<file path="src/verilog/csr_isa_pkg.sv">
package csr_isa_pkg;

    ////////////////////////////////////////////////////////////
    // widths
    ////////////////////////////////////////////////////////////

    localparam int XLEN       = 32;
    localparam int CSR_ADDR_W = 12;
    // top bit flags an interrupt, low five bits hold the code
    localparam int CAUSE_W    = 6;

    // csr access kinds
    typedef enum logic [1:0] {
        CSR_OP_NONE  = 2'd0,
        CSR_OP_WRITE = 2'd1,
        CSR_OP_SET   = 2'd2,
        CSR_OP_CLEAR = 2'd3
    } csr_op_e;

    ////////////////////////////////////////////////////////////
    // machine csr map
    ////////////////////////////////////////////////////////////

    localparam logic [CSR_ADDR_W-1:0] ADDR_MSTATUS  = 12'h300;
    localparam logic [CSR_ADDR_W-1:0] ADDR_MEPC     = 12'h341;
    localparam logic [CSR_ADDR_W-1:0] ADDR_MCAUSE   = 12'h342;
    localparam logic [CSR_ADDR_W-1:0] ADDR_MCPUID   = 12'hF00;
    localparam logic [CSR_ADDR_W-1:0] ADDR_MIMPID   = 12'hF01;
    // non-standard stacked status
    localparam logic [CSR_ADDR_W-1:0] ADDR_MESTATUS = 12'h7C0;

    // rv32i base
    localparam logic [XLEN-1:0] MCPUID_VAL = 32'h0000_0100;
    // no allocated implementation id
    localparam logic [XLEN-1:0] MIMPID_VAL = 32'h0000_8000;

    // always machine mode
    localparam logic [1:0] MSTATUS_MODE = 2'b11;

endpackage

</file>
<file path="src/verilog/csr_bus_pkg.sv">
package csr_bus_pkg;

    ////////////////////////////////////////////////////////////
    // command kinds
    ////////////////////////////////////////////////////////////

    typedef enum logic [1:0] {
        CMD_CSR  = 2'd0,
        CMD_TRAP = 2'd1,
        CMD_RET  = 2'd2
    } cmd_kind_e;

    ////////////////////////////////////////////////////////////
    // request and response payloads
    ////////////////////////////////////////////////////////////

    // upstream command, 86 bits
    typedef struct packed {
        cmd_kind_e                                kind;
        logic [csr_isa_pkg::CSR_ADDR_W-1:0]       addr;
        csr_isa_pkg::csr_op_e                     op;
        logic [csr_isa_pkg::XLEN-1:0]             wdata;
        // faulting pc for a trap
        logic [csr_isa_pkg::XLEN-1:0]             pc;
        logic [csr_isa_pkg::CAUSE_W-1:0]          cause;
    } csr_req_t;

    // one response per command, 35 bits
    typedef struct packed {
        cmd_kind_e                                kind;
        // old csr value, return pc, or zero
        logic [csr_isa_pkg::XLEN-1:0]             data;
        logic                                     err;
    } csr_rsp_t;

endpackage

</file>
<file path="src/verilog/credit_queue.sv">
`timescale 1ns/10ps

module credit_queue #(
    parameter type payload_t   = logic [7:0],
    parameter int  DEPTH       = 4,
    parameter int  OUT_CREDITS = 1
) (
    input  logic     clk,
    input  logic     rst_i,
    // write side, sender holds DEPTH credits after reset
    input  logic     in_valid_i,
    input  payload_t in_data_i,
    output logic     in_credit_o,
    // read side, limited by credits from downstream
    output logic     out_valid_o,
    output payload_t out_data_o,
    input  logic     out_credit_i
);

    localparam int PTR_W  = (DEPTH > 1) ? $clog2(DEPTH) : 1;
    localparam int CNT_W  = $clog2(DEPTH + 1);
    localparam int CRED_W = $clog2(OUT_CREDITS + 1);

    payload_t          mem [DEPTH];
    logic [PTR_W-1:0]  wr_ptr_q;
    logic [PTR_W-1:0]  rd_ptr_q;
    logic [CNT_W-1:0]  count_q;
    logic [CRED_W-1:0] cred_q;
    logic              send;

    // circular wrap
    function automatic logic [PTR_W-1:0] ptr_inc(input logic [PTR_W-1:0] p);
        return (p == PTR_W'(DEPTH - 1)) ? '0 : p + 1'b1;
    endfunction

    // head leaves when present and a credit is held
    assign send        = (count_q != '0) && (cred_q != '0);
    assign out_valid_o = send;
    assign out_data_o  = mem[rd_ptr_q];
    // freed slot goes straight back upstream
    assign in_credit_o = send;

    // payload storage
    always_ff @(posedge clk) begin
        if (in_valid_i) begin
            mem[wr_ptr_q] <= in_data_i;
        end
    end

    always_ff @(posedge clk) begin
        if (rst_i) begin
            wr_ptr_q <= '0;
            rd_ptr_q <= '0;
            count_q  <= '0;
            cred_q   <= CRED_W'(OUT_CREDITS);
        end else begin
            if (in_valid_i) begin
                wr_ptr_q <= ptr_inc(wr_ptr_q);
            end
            if (send) begin
                rd_ptr_q <= ptr_inc(rd_ptr_q);
            end
            // occupancy and output credits
            count_q <= count_q + CNT_W'(in_valid_i) - CNT_W'(send);
            cred_q  <= cred_q + CRED_W'(out_credit_i) - CRED_W'(send);
        end
    end

endmodule

</file>
<file path="src/verilog/csr_file.sv">
`timescale 1ns/10ps

module csr_file (
    input  logic                                clk,
    input  logic                                rst_i,
    // csr access
    input  logic [csr_isa_pkg::CSR_ADDR_W-1:0]  csr_addr_i,
    input  csr_isa_pkg::csr_op_e                csr_op_i,
    input  logic [csr_isa_pkg::XLEN-1:0]        wdata_i,
    output logic [csr_isa_pkg::XLEN-1:0]        rd_data_o,
    output logic                                hit_o,
    // trap entry and return
    input  logic                                save_exp_i,
    input  logic                                save_cause_i,
    input  logic [csr_isa_pkg::XLEN-1:0]        mepc_i,
    input  logic [csr_isa_pkg::CAUSE_W-1:0]     cause_i,
    input  logic                                restore_exp_i,
    output logic [csr_isa_pkg::XLEN-1:0]        mepc_o
);

    localparam int XLEN    = csr_isa_pkg::XLEN;
    localparam int CAUSE_W = csr_isa_pkg::CAUSE_W;

    logic               mstatus_ie_q, mstatus_ie_n;
    logic               mestatus_ie_q, mestatus_ie_n;
    logic [XLEN-1:0]    mepc_q, mepc_n;
    logic [CAUSE_W-1:0] mcause_q, mcause_n;
    logic [XLEN-1:0]    wr_data;
    logic               wr_en;

    ////////////////////////////////////////////////////////////
    // read decode
    ////////////////////////////////////////////////////////////

    always_comb begin
        rd_data_o = '0;
        hit_o     = 1'b1;
        case (csr_addr_i)
            // mode field above ie
            csr_isa_pkg::ADDR_MSTATUS:
                rd_data_o = {{(XLEN-3){1'b0}}, csr_isa_pkg::MSTATUS_MODE, mstatus_ie_q};
            csr_isa_pkg::ADDR_MEPC:     rd_data_o = mepc_q;
            // interrupt flag at bit 31
            csr_isa_pkg::ADDR_MCAUSE:
                rd_data_o = {mcause_q[CAUSE_W-1], {(XLEN-CAUSE_W){1'b0}},
                             mcause_q[CAUSE_W-2:0]};
            csr_isa_pkg::ADDR_MCPUID:   rd_data_o = csr_isa_pkg::MCPUID_VAL;
            csr_isa_pkg::ADDR_MIMPID:   rd_data_o = csr_isa_pkg::MIMPID_VAL;
            csr_isa_pkg::ADDR_MESTATUS:
                rd_data_o = {{(XLEN-3){1'b0}}, csr_isa_pkg::MSTATUS_MODE, mestatus_ie_q};
            // unimplemented
            default:                    hit_o = 1'b0;
        endcase
    end

    ////////////////////////////////////////////////////////////
    // read-modify-write
    ////////////////////////////////////////////////////////////

    always_comb begin
        case (csr_op_i)
            csr_isa_pkg::CSR_OP_SET:   wr_data = wdata_i | rd_data_o;
            csr_isa_pkg::CSR_OP_CLEAR: wr_data = ~wdata_i & rd_data_o;
            default:                   wr_data = wdata_i;
        endcase
        wr_en = (csr_op_i != csr_isa_pkg::CSR_OP_NONE) && hit_o;
    end

    // trap strobes applied last so they win
    always_comb begin
        mstatus_ie_n  = mstatus_ie_q;
        mestatus_ie_n = mestatus_ie_q;
        mepc_n        = mepc_q;
        mcause_n      = mcause_q;
        if (wr_en) begin
            // constant ids fall through untouched
            case (csr_addr_i)
                csr_isa_pkg::ADDR_MSTATUS:  mstatus_ie_n  = wr_data[0];
                csr_isa_pkg::ADDR_MEPC:     mepc_n        = wr_data;
                csr_isa_pkg::ADDR_MCAUSE:   mcause_n      = {wr_data[XLEN-1], wr_data[4:0]};
                csr_isa_pkg::ADDR_MESTATUS: mestatus_ie_n = wr_data[0];
                default: ;
            endcase
        end
        if (save_cause_i) begin
            mcause_n = cause_i;
        end
        // stack ie and disable
        if (save_exp_i) begin
            mepc_n        = mepc_i;
            mestatus_ie_n = mstatus_ie_q;
            mstatus_ie_n  = 1'b0;
        end
        if (restore_exp_i) begin
            mstatus_ie_n = mestatus_ie_q;
        end
    end

    always_ff @(posedge clk) begin
        if (rst_i) begin
            mstatus_ie_q  <= 1'b0;
            mestatus_ie_q <= 1'b0;
            mepc_q        <= '0;
            mcause_q      <= '0;
        end else begin
            mstatus_ie_q  <= mstatus_ie_n;
            mestatus_ie_q <= mestatus_ie_n;
            mepc_q        <= mepc_n;
            mcause_q      <= mcause_n;
        end
    end

    assign mepc_o = mepc_q;

endmodule

</file>
<file path="src/verilog/csr_unit_top.sv">
`timescale 1ns/10ps

module csr_unit_top #(
    parameter int REQ_DEPTH   = 4,
    parameter int RSP_DEPTH   = 4,
    parameter int RSP_CREDITS = 2
) (
    input  logic                  clk,
    input  logic                  rst_i,
    // inbound commands
    input  logic                  req_valid_i,
    input  csr_bus_pkg::csr_req_t req_i,
    output logic                  req_credit_o,
    // outbound responses
    output logic                  rsp_valid_o,
    output csr_bus_pkg::csr_rsp_t rsp_o,
    input  logic                  rsp_credit_i
);

    ////////////////////////////////////////////////////////////
    // internal links
    ////////////////////////////////////////////////////////////

    // request queue to executor
    logic                                cmd_valid;
    csr_bus_pkg::csr_req_t               cmd;
    logic                                cmd_credit;
    // executor to response queue
    logic                                push_valid;
    csr_bus_pkg::csr_rsp_t               push_rsp;
    logic                                push_credit;
    // executor to csr file
    logic [csr_isa_pkg::CSR_ADDR_W-1:0]  csr_addr;
    csr_isa_pkg::csr_op_e                csr_op;
    logic [csr_isa_pkg::XLEN-1:0]        csr_wdata;
    logic                                save_exp;
    logic                                save_cause;
    logic [csr_isa_pkg::XLEN-1:0]        trap_pc;
    logic [csr_isa_pkg::CAUSE_W-1:0]     trap_cause;
    logic                                restore_exp;
    logic [csr_isa_pkg::XLEN-1:0]        csr_rd_data;
    logic                                csr_hit;
    logic [csr_isa_pkg::XLEN-1:0]        mepc;

    // single output credit keeps one command in the executor
    credit_queue #(
        .payload_t   (csr_bus_pkg::csr_req_t),
        .DEPTH       (REQ_DEPTH),
        .OUT_CREDITS (1)
    ) u_req_q (
        .clk          (clk),
        .rst_i        (rst_i),
        .in_valid_i   (req_valid_i),
        .in_data_i    (req_i),
        .in_credit_o  (req_credit_o),
        .out_valid_o  (cmd_valid),
        .out_data_o   (cmd),
        .out_credit_i (cmd_credit)
    );

    trap_ctrl #(
        .RSP_DEPTH (RSP_DEPTH)
    ) u_trap (
        .clk           (clk),
        .rst_i         (rst_i),
        .cmd_valid_i   (cmd_valid),
        .cmd_i         (cmd),
        .cmd_credit_o  (cmd_credit),
        .rsp_valid_o   (push_valid),
        .rsp_o         (push_rsp),
        .rsp_credit_i  (push_credit),
        .csr_addr_o    (csr_addr),
        .csr_op_o      (csr_op),
        .wdata_o       (csr_wdata),
        .save_exp_o    (save_exp),
        .save_cause_o  (save_cause),
        .mepc_o        (trap_pc),
        .cause_o       (trap_cause),
        .restore_exp_o (restore_exp),
        .rd_data_i     (csr_rd_data),
        .hit_i         (csr_hit),
        .mepc_i        (mepc)
    );

    csr_file u_csr (
        .clk           (clk),
        .rst_i         (rst_i),
        .csr_addr_i    (csr_addr),
        .csr_op_i      (csr_op),
        .wdata_i       (csr_wdata),
        .rd_data_o     (csr_rd_data),
        .hit_o         (csr_hit),
        .save_exp_i    (save_exp),
        .save_cause_i  (save_cause),
        .mepc_i        (trap_pc),
        .cause_i       (trap_cause),
        .restore_exp_i (restore_exp),
        .mepc_o        (mepc)
    );

    // outside grants RSP_CREDITS for responses
    credit_queue #(
        .payload_t   (csr_bus_pkg::csr_rsp_t),
        .DEPTH       (RSP_DEPTH),
        .OUT_CREDITS (RSP_CREDITS)
    ) u_rsp_q (
        .clk          (clk),
        .rst_i        (rst_i),
        .in_valid_i   (push_valid),
        .in_data_i    (push_rsp),
        .in_credit_o  (push_credit),
        .out_valid_o  (rsp_valid_o),
        .out_data_o   (rsp_o),
        .out_credit_i (rsp_credit_i)
    );

endmodule

</file>
<file path="src/verilog/trap_ctrl.sv">
`timescale 1ns/10ps

module trap_ctrl #(
    parameter int RSP_DEPTH = 4
) (
    input  logic                                clk,
    input  logic                                rst_i,
    // from request queue
    input  logic                                cmd_valid_i,
    input  csr_bus_pkg::csr_req_t               cmd_i,
    output logic                                cmd_credit_o,
    // to response queue
    output logic                                rsp_valid_o,
    output csr_bus_pkg::csr_rsp_t               rsp_o,
    input  logic                                rsp_credit_i,
    // csr file control
    output logic [csr_isa_pkg::CSR_ADDR_W-1:0]  csr_addr_o,
    output csr_isa_pkg::csr_op_e                csr_op_o,
    output logic [csr_isa_pkg::XLEN-1:0]        wdata_o,
    output logic                                save_exp_o,
    output logic                                save_cause_o,
    output logic [csr_isa_pkg::XLEN-1:0]        mepc_o,
    output logic [csr_isa_pkg::CAUSE_W-1:0]     cause_o,
    output logic                                restore_exp_o,
    input  logic [csr_isa_pkg::XLEN-1:0]        rd_data_i,
    input  logic                                hit_i,
    input  logic [csr_isa_pkg::XLEN-1:0]        mepc_i
);

    localparam int CRED_W = $clog2(RSP_DEPTH + 1);

    csr_bus_pkg::csr_req_t cmd_q;
    logic                  busy_q;
    logic [CRED_W-1:0]     rsp_cred_q;
    logic                  take;
    logic                  fire;
    logic                  is_csr;

    // one command in flight, request queue only sends when we are empty
    assign take   = cmd_valid_i && !busy_q;
    // execute and push together, stall without response space
    assign fire   = busy_q && (rsp_cred_q != '0);
    assign is_csr = (cmd_q.kind == csr_bus_pkg::CMD_CSR);

    ////////////////////////////////////////////////////////////
    // csr side effects, only in the push cycle
    ////////////////////////////////////////////////////////////

    assign csr_addr_o    = cmd_q.addr;
    assign wdata_o       = cmd_q.wdata;
    assign mepc_o        = cmd_q.pc;
    assign cause_o       = cmd_q.cause;
    // miss turns the access into a pure read
    assign csr_op_o      = (fire && is_csr && hit_i) ? cmd_q.op : csr_isa_pkg::CSR_OP_NONE;
    assign save_exp_o    = fire && (cmd_q.kind == csr_bus_pkg::CMD_TRAP);
    assign save_cause_o  = fire && (cmd_q.kind == csr_bus_pkg::CMD_TRAP);
    assign restore_exp_o = fire && (cmd_q.kind == csr_bus_pkg::CMD_RET);

    // response build
    always_comb begin
        rsp_o.kind = cmd_q.kind;
        rsp_o.data = '0;
        rsp_o.err  = 1'b0;
        case (cmd_q.kind)
            // old value, sampled before the write lands
            csr_bus_pkg::CMD_CSR: begin
                rsp_o.data = hit_i ? rd_data_i : '0;
                rsp_o.err  = !hit_i;
            end
            csr_bus_pkg::CMD_RET:  rsp_o.data = mepc_i;
            default:               rsp_o.data = '0;
        endcase
    end

    assign rsp_valid_o  = fire;
    // stage empties, return the upstream credit
    assign cmd_credit_o = fire;

    // command register
    always_ff @(posedge clk) begin
        if (take) begin
            cmd_q <= cmd_i;
        end
    end

    always_ff @(posedge clk) begin
        if (rst_i) begin
            busy_q     <= 1'b0;
            rsp_cred_q <= CRED_W'(RSP_DEPTH);
        end else begin
            if (take) begin
                busy_q <= 1'b1;
            end else if (fire) begin
                busy_q <= 1'b0;
            end
            rsp_cred_q <= rsp_cred_q + CRED_W'(rsp_credit_i) - CRED_W'(fire);
        end
    end

endmodule
</file>
<file path="config.mk">
export PLATFORM = sky130hd
export DESIGN_NAME = csr_unit_top
export DESIGN_NICKNAME = d
export VERILOG_FILES = /design/src/verilog/csr_isa_pkg.sv /design/src/verilog/csr_bus_pkg.sv /design/src/verilog/credit_queue.sv /design/src/verilog/csr_file.sv /design/src/verilog/csr_unit_top.sv /design/src/verilog/trap_ctrl.sv
export SDC_FILE = /design/constraint.sdc
export NUM_CORES = 1
export LEC_CHECK = 0
export BUFFER_PORTS_ARGS = -buffer_cell sky130_fd_sc_hd__buf_2
export CORE_MARGIN = 1
export CORE_UTILIZATION = 61
export DETAILED_ROUTE_END_ITERATION = 8
export GPL_ROUTABILITY_DRIVEN = 0
export PLACE_DENSITY = 0.9
export SLEW_MARGIN = 0
export SYNTH_ARGS = -nofsm -noshare
export SYNTH_HDL_FRONTEND = slang
export SYNTH_SLANG_ARGS = --single-unit
</file>
<file path="constraint.sdc">
create_clock -name clk -period 6.6 [get_ports clk]
set_clock_uncertainty 0.15 [all_clocks]
set_input_delay 0.99 -clock clk [delete_from_list [all_inputs] [get_ports clk]]
set_output_delay 0.99 -clock clk [all_outputs]
set_load 0.01 [all_outputs]
</file>
==> summary.txt <==
Clock network
  – Number of post-CTS setup repair buffers: 0
  – Clock Pin Slew Worst Setup and Hold Paths: 70 ps
  – CTS resizes: 0
  – CTS tree: yes
  – Cts bufs inserted: 57
  – Worst skew pair latency: roughly 620 ps
  – Root buf cell: clkbuf_16
  – Clk sink count: ~630
  – H-Tree Depth: 2
  – CTS Hold Bufs: 0
  – Clock tree buffer depth: 3

Worst setup path
  – FF-to-FF path depth: 6
  – Reg-to-reg endpoint: u_csr.mepc_o[12]
  – Worst setup EP type: output pin
  – CP max-delay cell: mux4_2
  – R2R setup slack: ~3300 ps
  – Worst-path maximum fanout: 28
  – CP Cell Sequence: buf_4 -> mux4_2 -> buf_2
  – Crit path buf inv count: 2
  – Req. time, crit path: 5460 ps
  – Critical Path Max Stage Delay: 600 ps
  – Crit Path Class: flop to output pin
  – Worst r2r src: u_trap.csr_addr_o[3]
  – Data arrival, critical path: roughly 2400 ps
  – Worst path top cell family by delay: buffers and inverters
  – CP startpoint kind: flop

Drt
  – DRT iter0 DRCs: between 1000 and 1500
  – WL per Instance: ~26 um
  – Number of remaining DRC errors: 0
  – Remaining antenna violation count: 0
  – Total Wirelength: 50730 um
  – Via count: ~13000
  – Vias per Instance: 6.411
  – DRT Pass-1 Iters: 8

Yosys
  – Distinct cells, synth: 70
  – EDFF count, synth: 570
  – XOR/XNOR Fraction of Synth Area: less than 1%
  – Syn nets: 1359
  – Sequential fraction of the synthesis area: between 70% and 80%
  – Gate Count Post-Synth: about 1200
  – Yosys warning count: 0
  – Main flop type after synthesis: edfxtp_1
  – Synth Area in Compound Gates: 5.502%
  – Simple-Gate Fraction of Synth Area: under 10%
  – Largest family of logic cells by synthesized area: multiplexers
  – Syn avg cell area: ~19 um^2
  – Fraction of registers with async set/reset: 0%
  – Synth Area in Adders: 1.178%
  – Post-synthesis register bit count: between 600 and 700
  – Mux contribution to synthesized area: 11.34%
  – Mapped Area: approximately 0.024 mm^2

Finish
  – Final Non-Filler Cells: around 2000
  – Post-route cell area: around 0.027 mm^2
  – Net count, final: approximately 1500
  – Share of post-route cells with drive strength above 1: 28.09%
  – P&R area growth vs syn: 13.13%

Die
  – Die height: slightly above 200 um
  – Std-Cell Rows: about 70
  – Initial core utilization: 62.23%
  – Area of the core: around 0.039 mm^2
  – Die X: between 200 and 250 um
  – Die Area: 0.04050 mm^2
  – I/O Pins: ~130

Placement
  – Post-Place Cell Area: around 0.025 mm^2
  – Post-placement cell count: about 1900
  – Dpl hpwl: roughly 29000 um
  – Pre-CTS setup slack: ~3000 ps
  – Port Buf Inserts: 126

Run
  – Max-cap violations: 0

STA
  – Worst Slack Setup Final: 3018 ps
  – Final period util: 54.27%
  – Final min period: about 3600 ps
  – Slew Viols, Final: 0
  – RSZ-0062 raised after global routing: no
  – TNS Setup: 0 ps
  – Final hold violation count: 0
  – Tightest Pin Transition: 1113 ps
  – Fmax: roughly 0.28 GHz
  – Slew HR: approximately 26%
  – # setup viols final: 0

Status
  – Outcome: complete, no violations

Hold path
  – Hold Path Class: flop to flop
  – Hold wc startpoint: u_csr.mepc_o[24]
  – WHS Path Cells: 1
  – WHS Endpoint: u_csr.mepc_o[24]

Pwr
  – Pleak: 0.009109 uW
  – P per Cell Area: 415.2 mW/mm^2
  – Maximum vdd ir drop: roughly 270 uV

Global route
  – Largest net degree at the start of global routing: 60
  – Number of global-route vias before repair: 12800
  – All-layer global routing usage: about a quarter
  – Grt ovf: 0
  – First-pass GRT wire length: around 77000 um
  – Initial antenna violation count: 12
[metal layers]
metal  global-route usage, %  routed length [um]
met5                       0                  82
met4                   9.416                1954
met3                   6.657                4894
met2                   39.69               23910
met1                   35.08               19890
[logic make-up (layout without fill, tap and decap cells)]
kind of cell	Yosys count	in the layout
compound gates	182	182
xor+xnor	8	8
fa+ha+maj	21	21
buf+inv	77	271
flops	633	633
mux	123	123
other cells	0	8
simple gates	204	204
[how the worst max path moves through the flow]
stage	slack, ps	end	cells past startpoint	start
floorplan	1670	u_trap.cause_o[0]	3	u_req_q.count_q[1]
global placement	3180	u_csr.mepc_o[30]	6	rst_i
detailed placement	3060	u_csr.mepc_o[27]	6	rst_i
CTS	2930	rsp_o[21]	3	flop
global route	2850	rsp_o[21]	3	flop
finish	3020	rsp_o[17]	3	flop
[synth_stat cells, types with 3 or more instances]
master	instances	share of area (%)
nand2_1	37	0.57
a21oi_1	24	0.50
mux4_2	121	11
edfxtp_1	570	71
nand4_1	3	0.078
ha_1	18	0.93
o22a_1	24	0.87
a32oi_1	5	0.18
fa_1	3	0.25
o21a_1	25	0.77
xor2_1	4	0.14
nor3_1	9	0.19
nor2b_1	6	0.16
a32o_1	3	0.12
inv_1	18	0.28
o21ai_2	21	0.76
and3_1	7	0.18
xnor2_1	4	0.14
a22oi_1	7	0.22
a22o_1	4	0.14
o211ai_1	5	0.16
and2_1	35	0.90
o21ai_0	32	0.66
buf_2	17	0.35
nand3_1	7	0.14
clkbuf_1	29	0.45
buf_1	7	0.11
dfxtp_1	63	5.2
o21ai_1	7	0.14
nor2_1	79	1.2
o22ai_1	8	0.21
[cell type report]
| cell class | instances | area, um^2 |
|---|---|---|
| diodes | 8 | 20.02 |
| clock buffers | 66 | 1523 |
| clock inverters | 42 | 457.9 |
| flip-flops and latches | 633 | 18390 |
| inverters | 20 | 75.07 |
| fillers | 2237 | 11520 |
| multi-input cells | 538 | 5529 |
| well taps | 518 | 648.1 |
| repair buffers | 143 | 758.2 |
[placed cells by master, fill, tap and decap left out, drive strengths merged, types with 18 or more instances in the layout]
cell,synthesis,layout
a21oi,24,24
ha,18,18
dfxtp,63,63
o21a,26,26
and2,35,35
clkinv,1,32
buf,28,143
nand2,37,37
o21ai,60,60
nor2,81,81
inv,19,20
clkbuf,29,66
edfxtp,570,570
o22a,24,24
mux4,121,121
[power breakdown]
group / switching [uW] / internal [uW] / total [uW]
logic: 1280 / 966 / 2250
registers: 481 / 5180 / 5660
clock network: 1420 / 2040 / 3460
total: 3190 / 8190 / 11400
[registers in the layout, indices dropped and copies added, names as in the netlist, 6 cells and up, named ones only]
| name | cells |
|---|---|
| u_csr.mcause_q | 6 |
| u_csr.mepc_o | 32 |
| u_req_q.mem | 344 |
| u_rsp_q.mem | 140 |
| u_trap.cause_o | 6 |
| u_trap.csr_addr_o | 12 |
| u_trap.mepc_o | 32 |
| u_trap.wdata_o | 32 |
[worst register-to-register path, cell delays in order, from the launching register on]
cell and delay (ps):
edfxtp_1 570, nor4b_4 680, nand3_2 270, o21ai_2 940, o22a_1 330, nor2_1 70
o21a_1 200
[through the flow]
step | power [uW] | hold slack [ps] | utilization (%)
after floorplan | 7146 | 273.8 | -
after global placement | 7789 | 289.2 | 65.26
after detailed placement | 7918 | 295.2 | 65.26
after CTS | 11390 | 309.7 | 70.35
after global routing | 11770 | 330.5 | 70.38
final | 11380 | 306.6 | 70.40
Power figures use the tool's default switching activity.
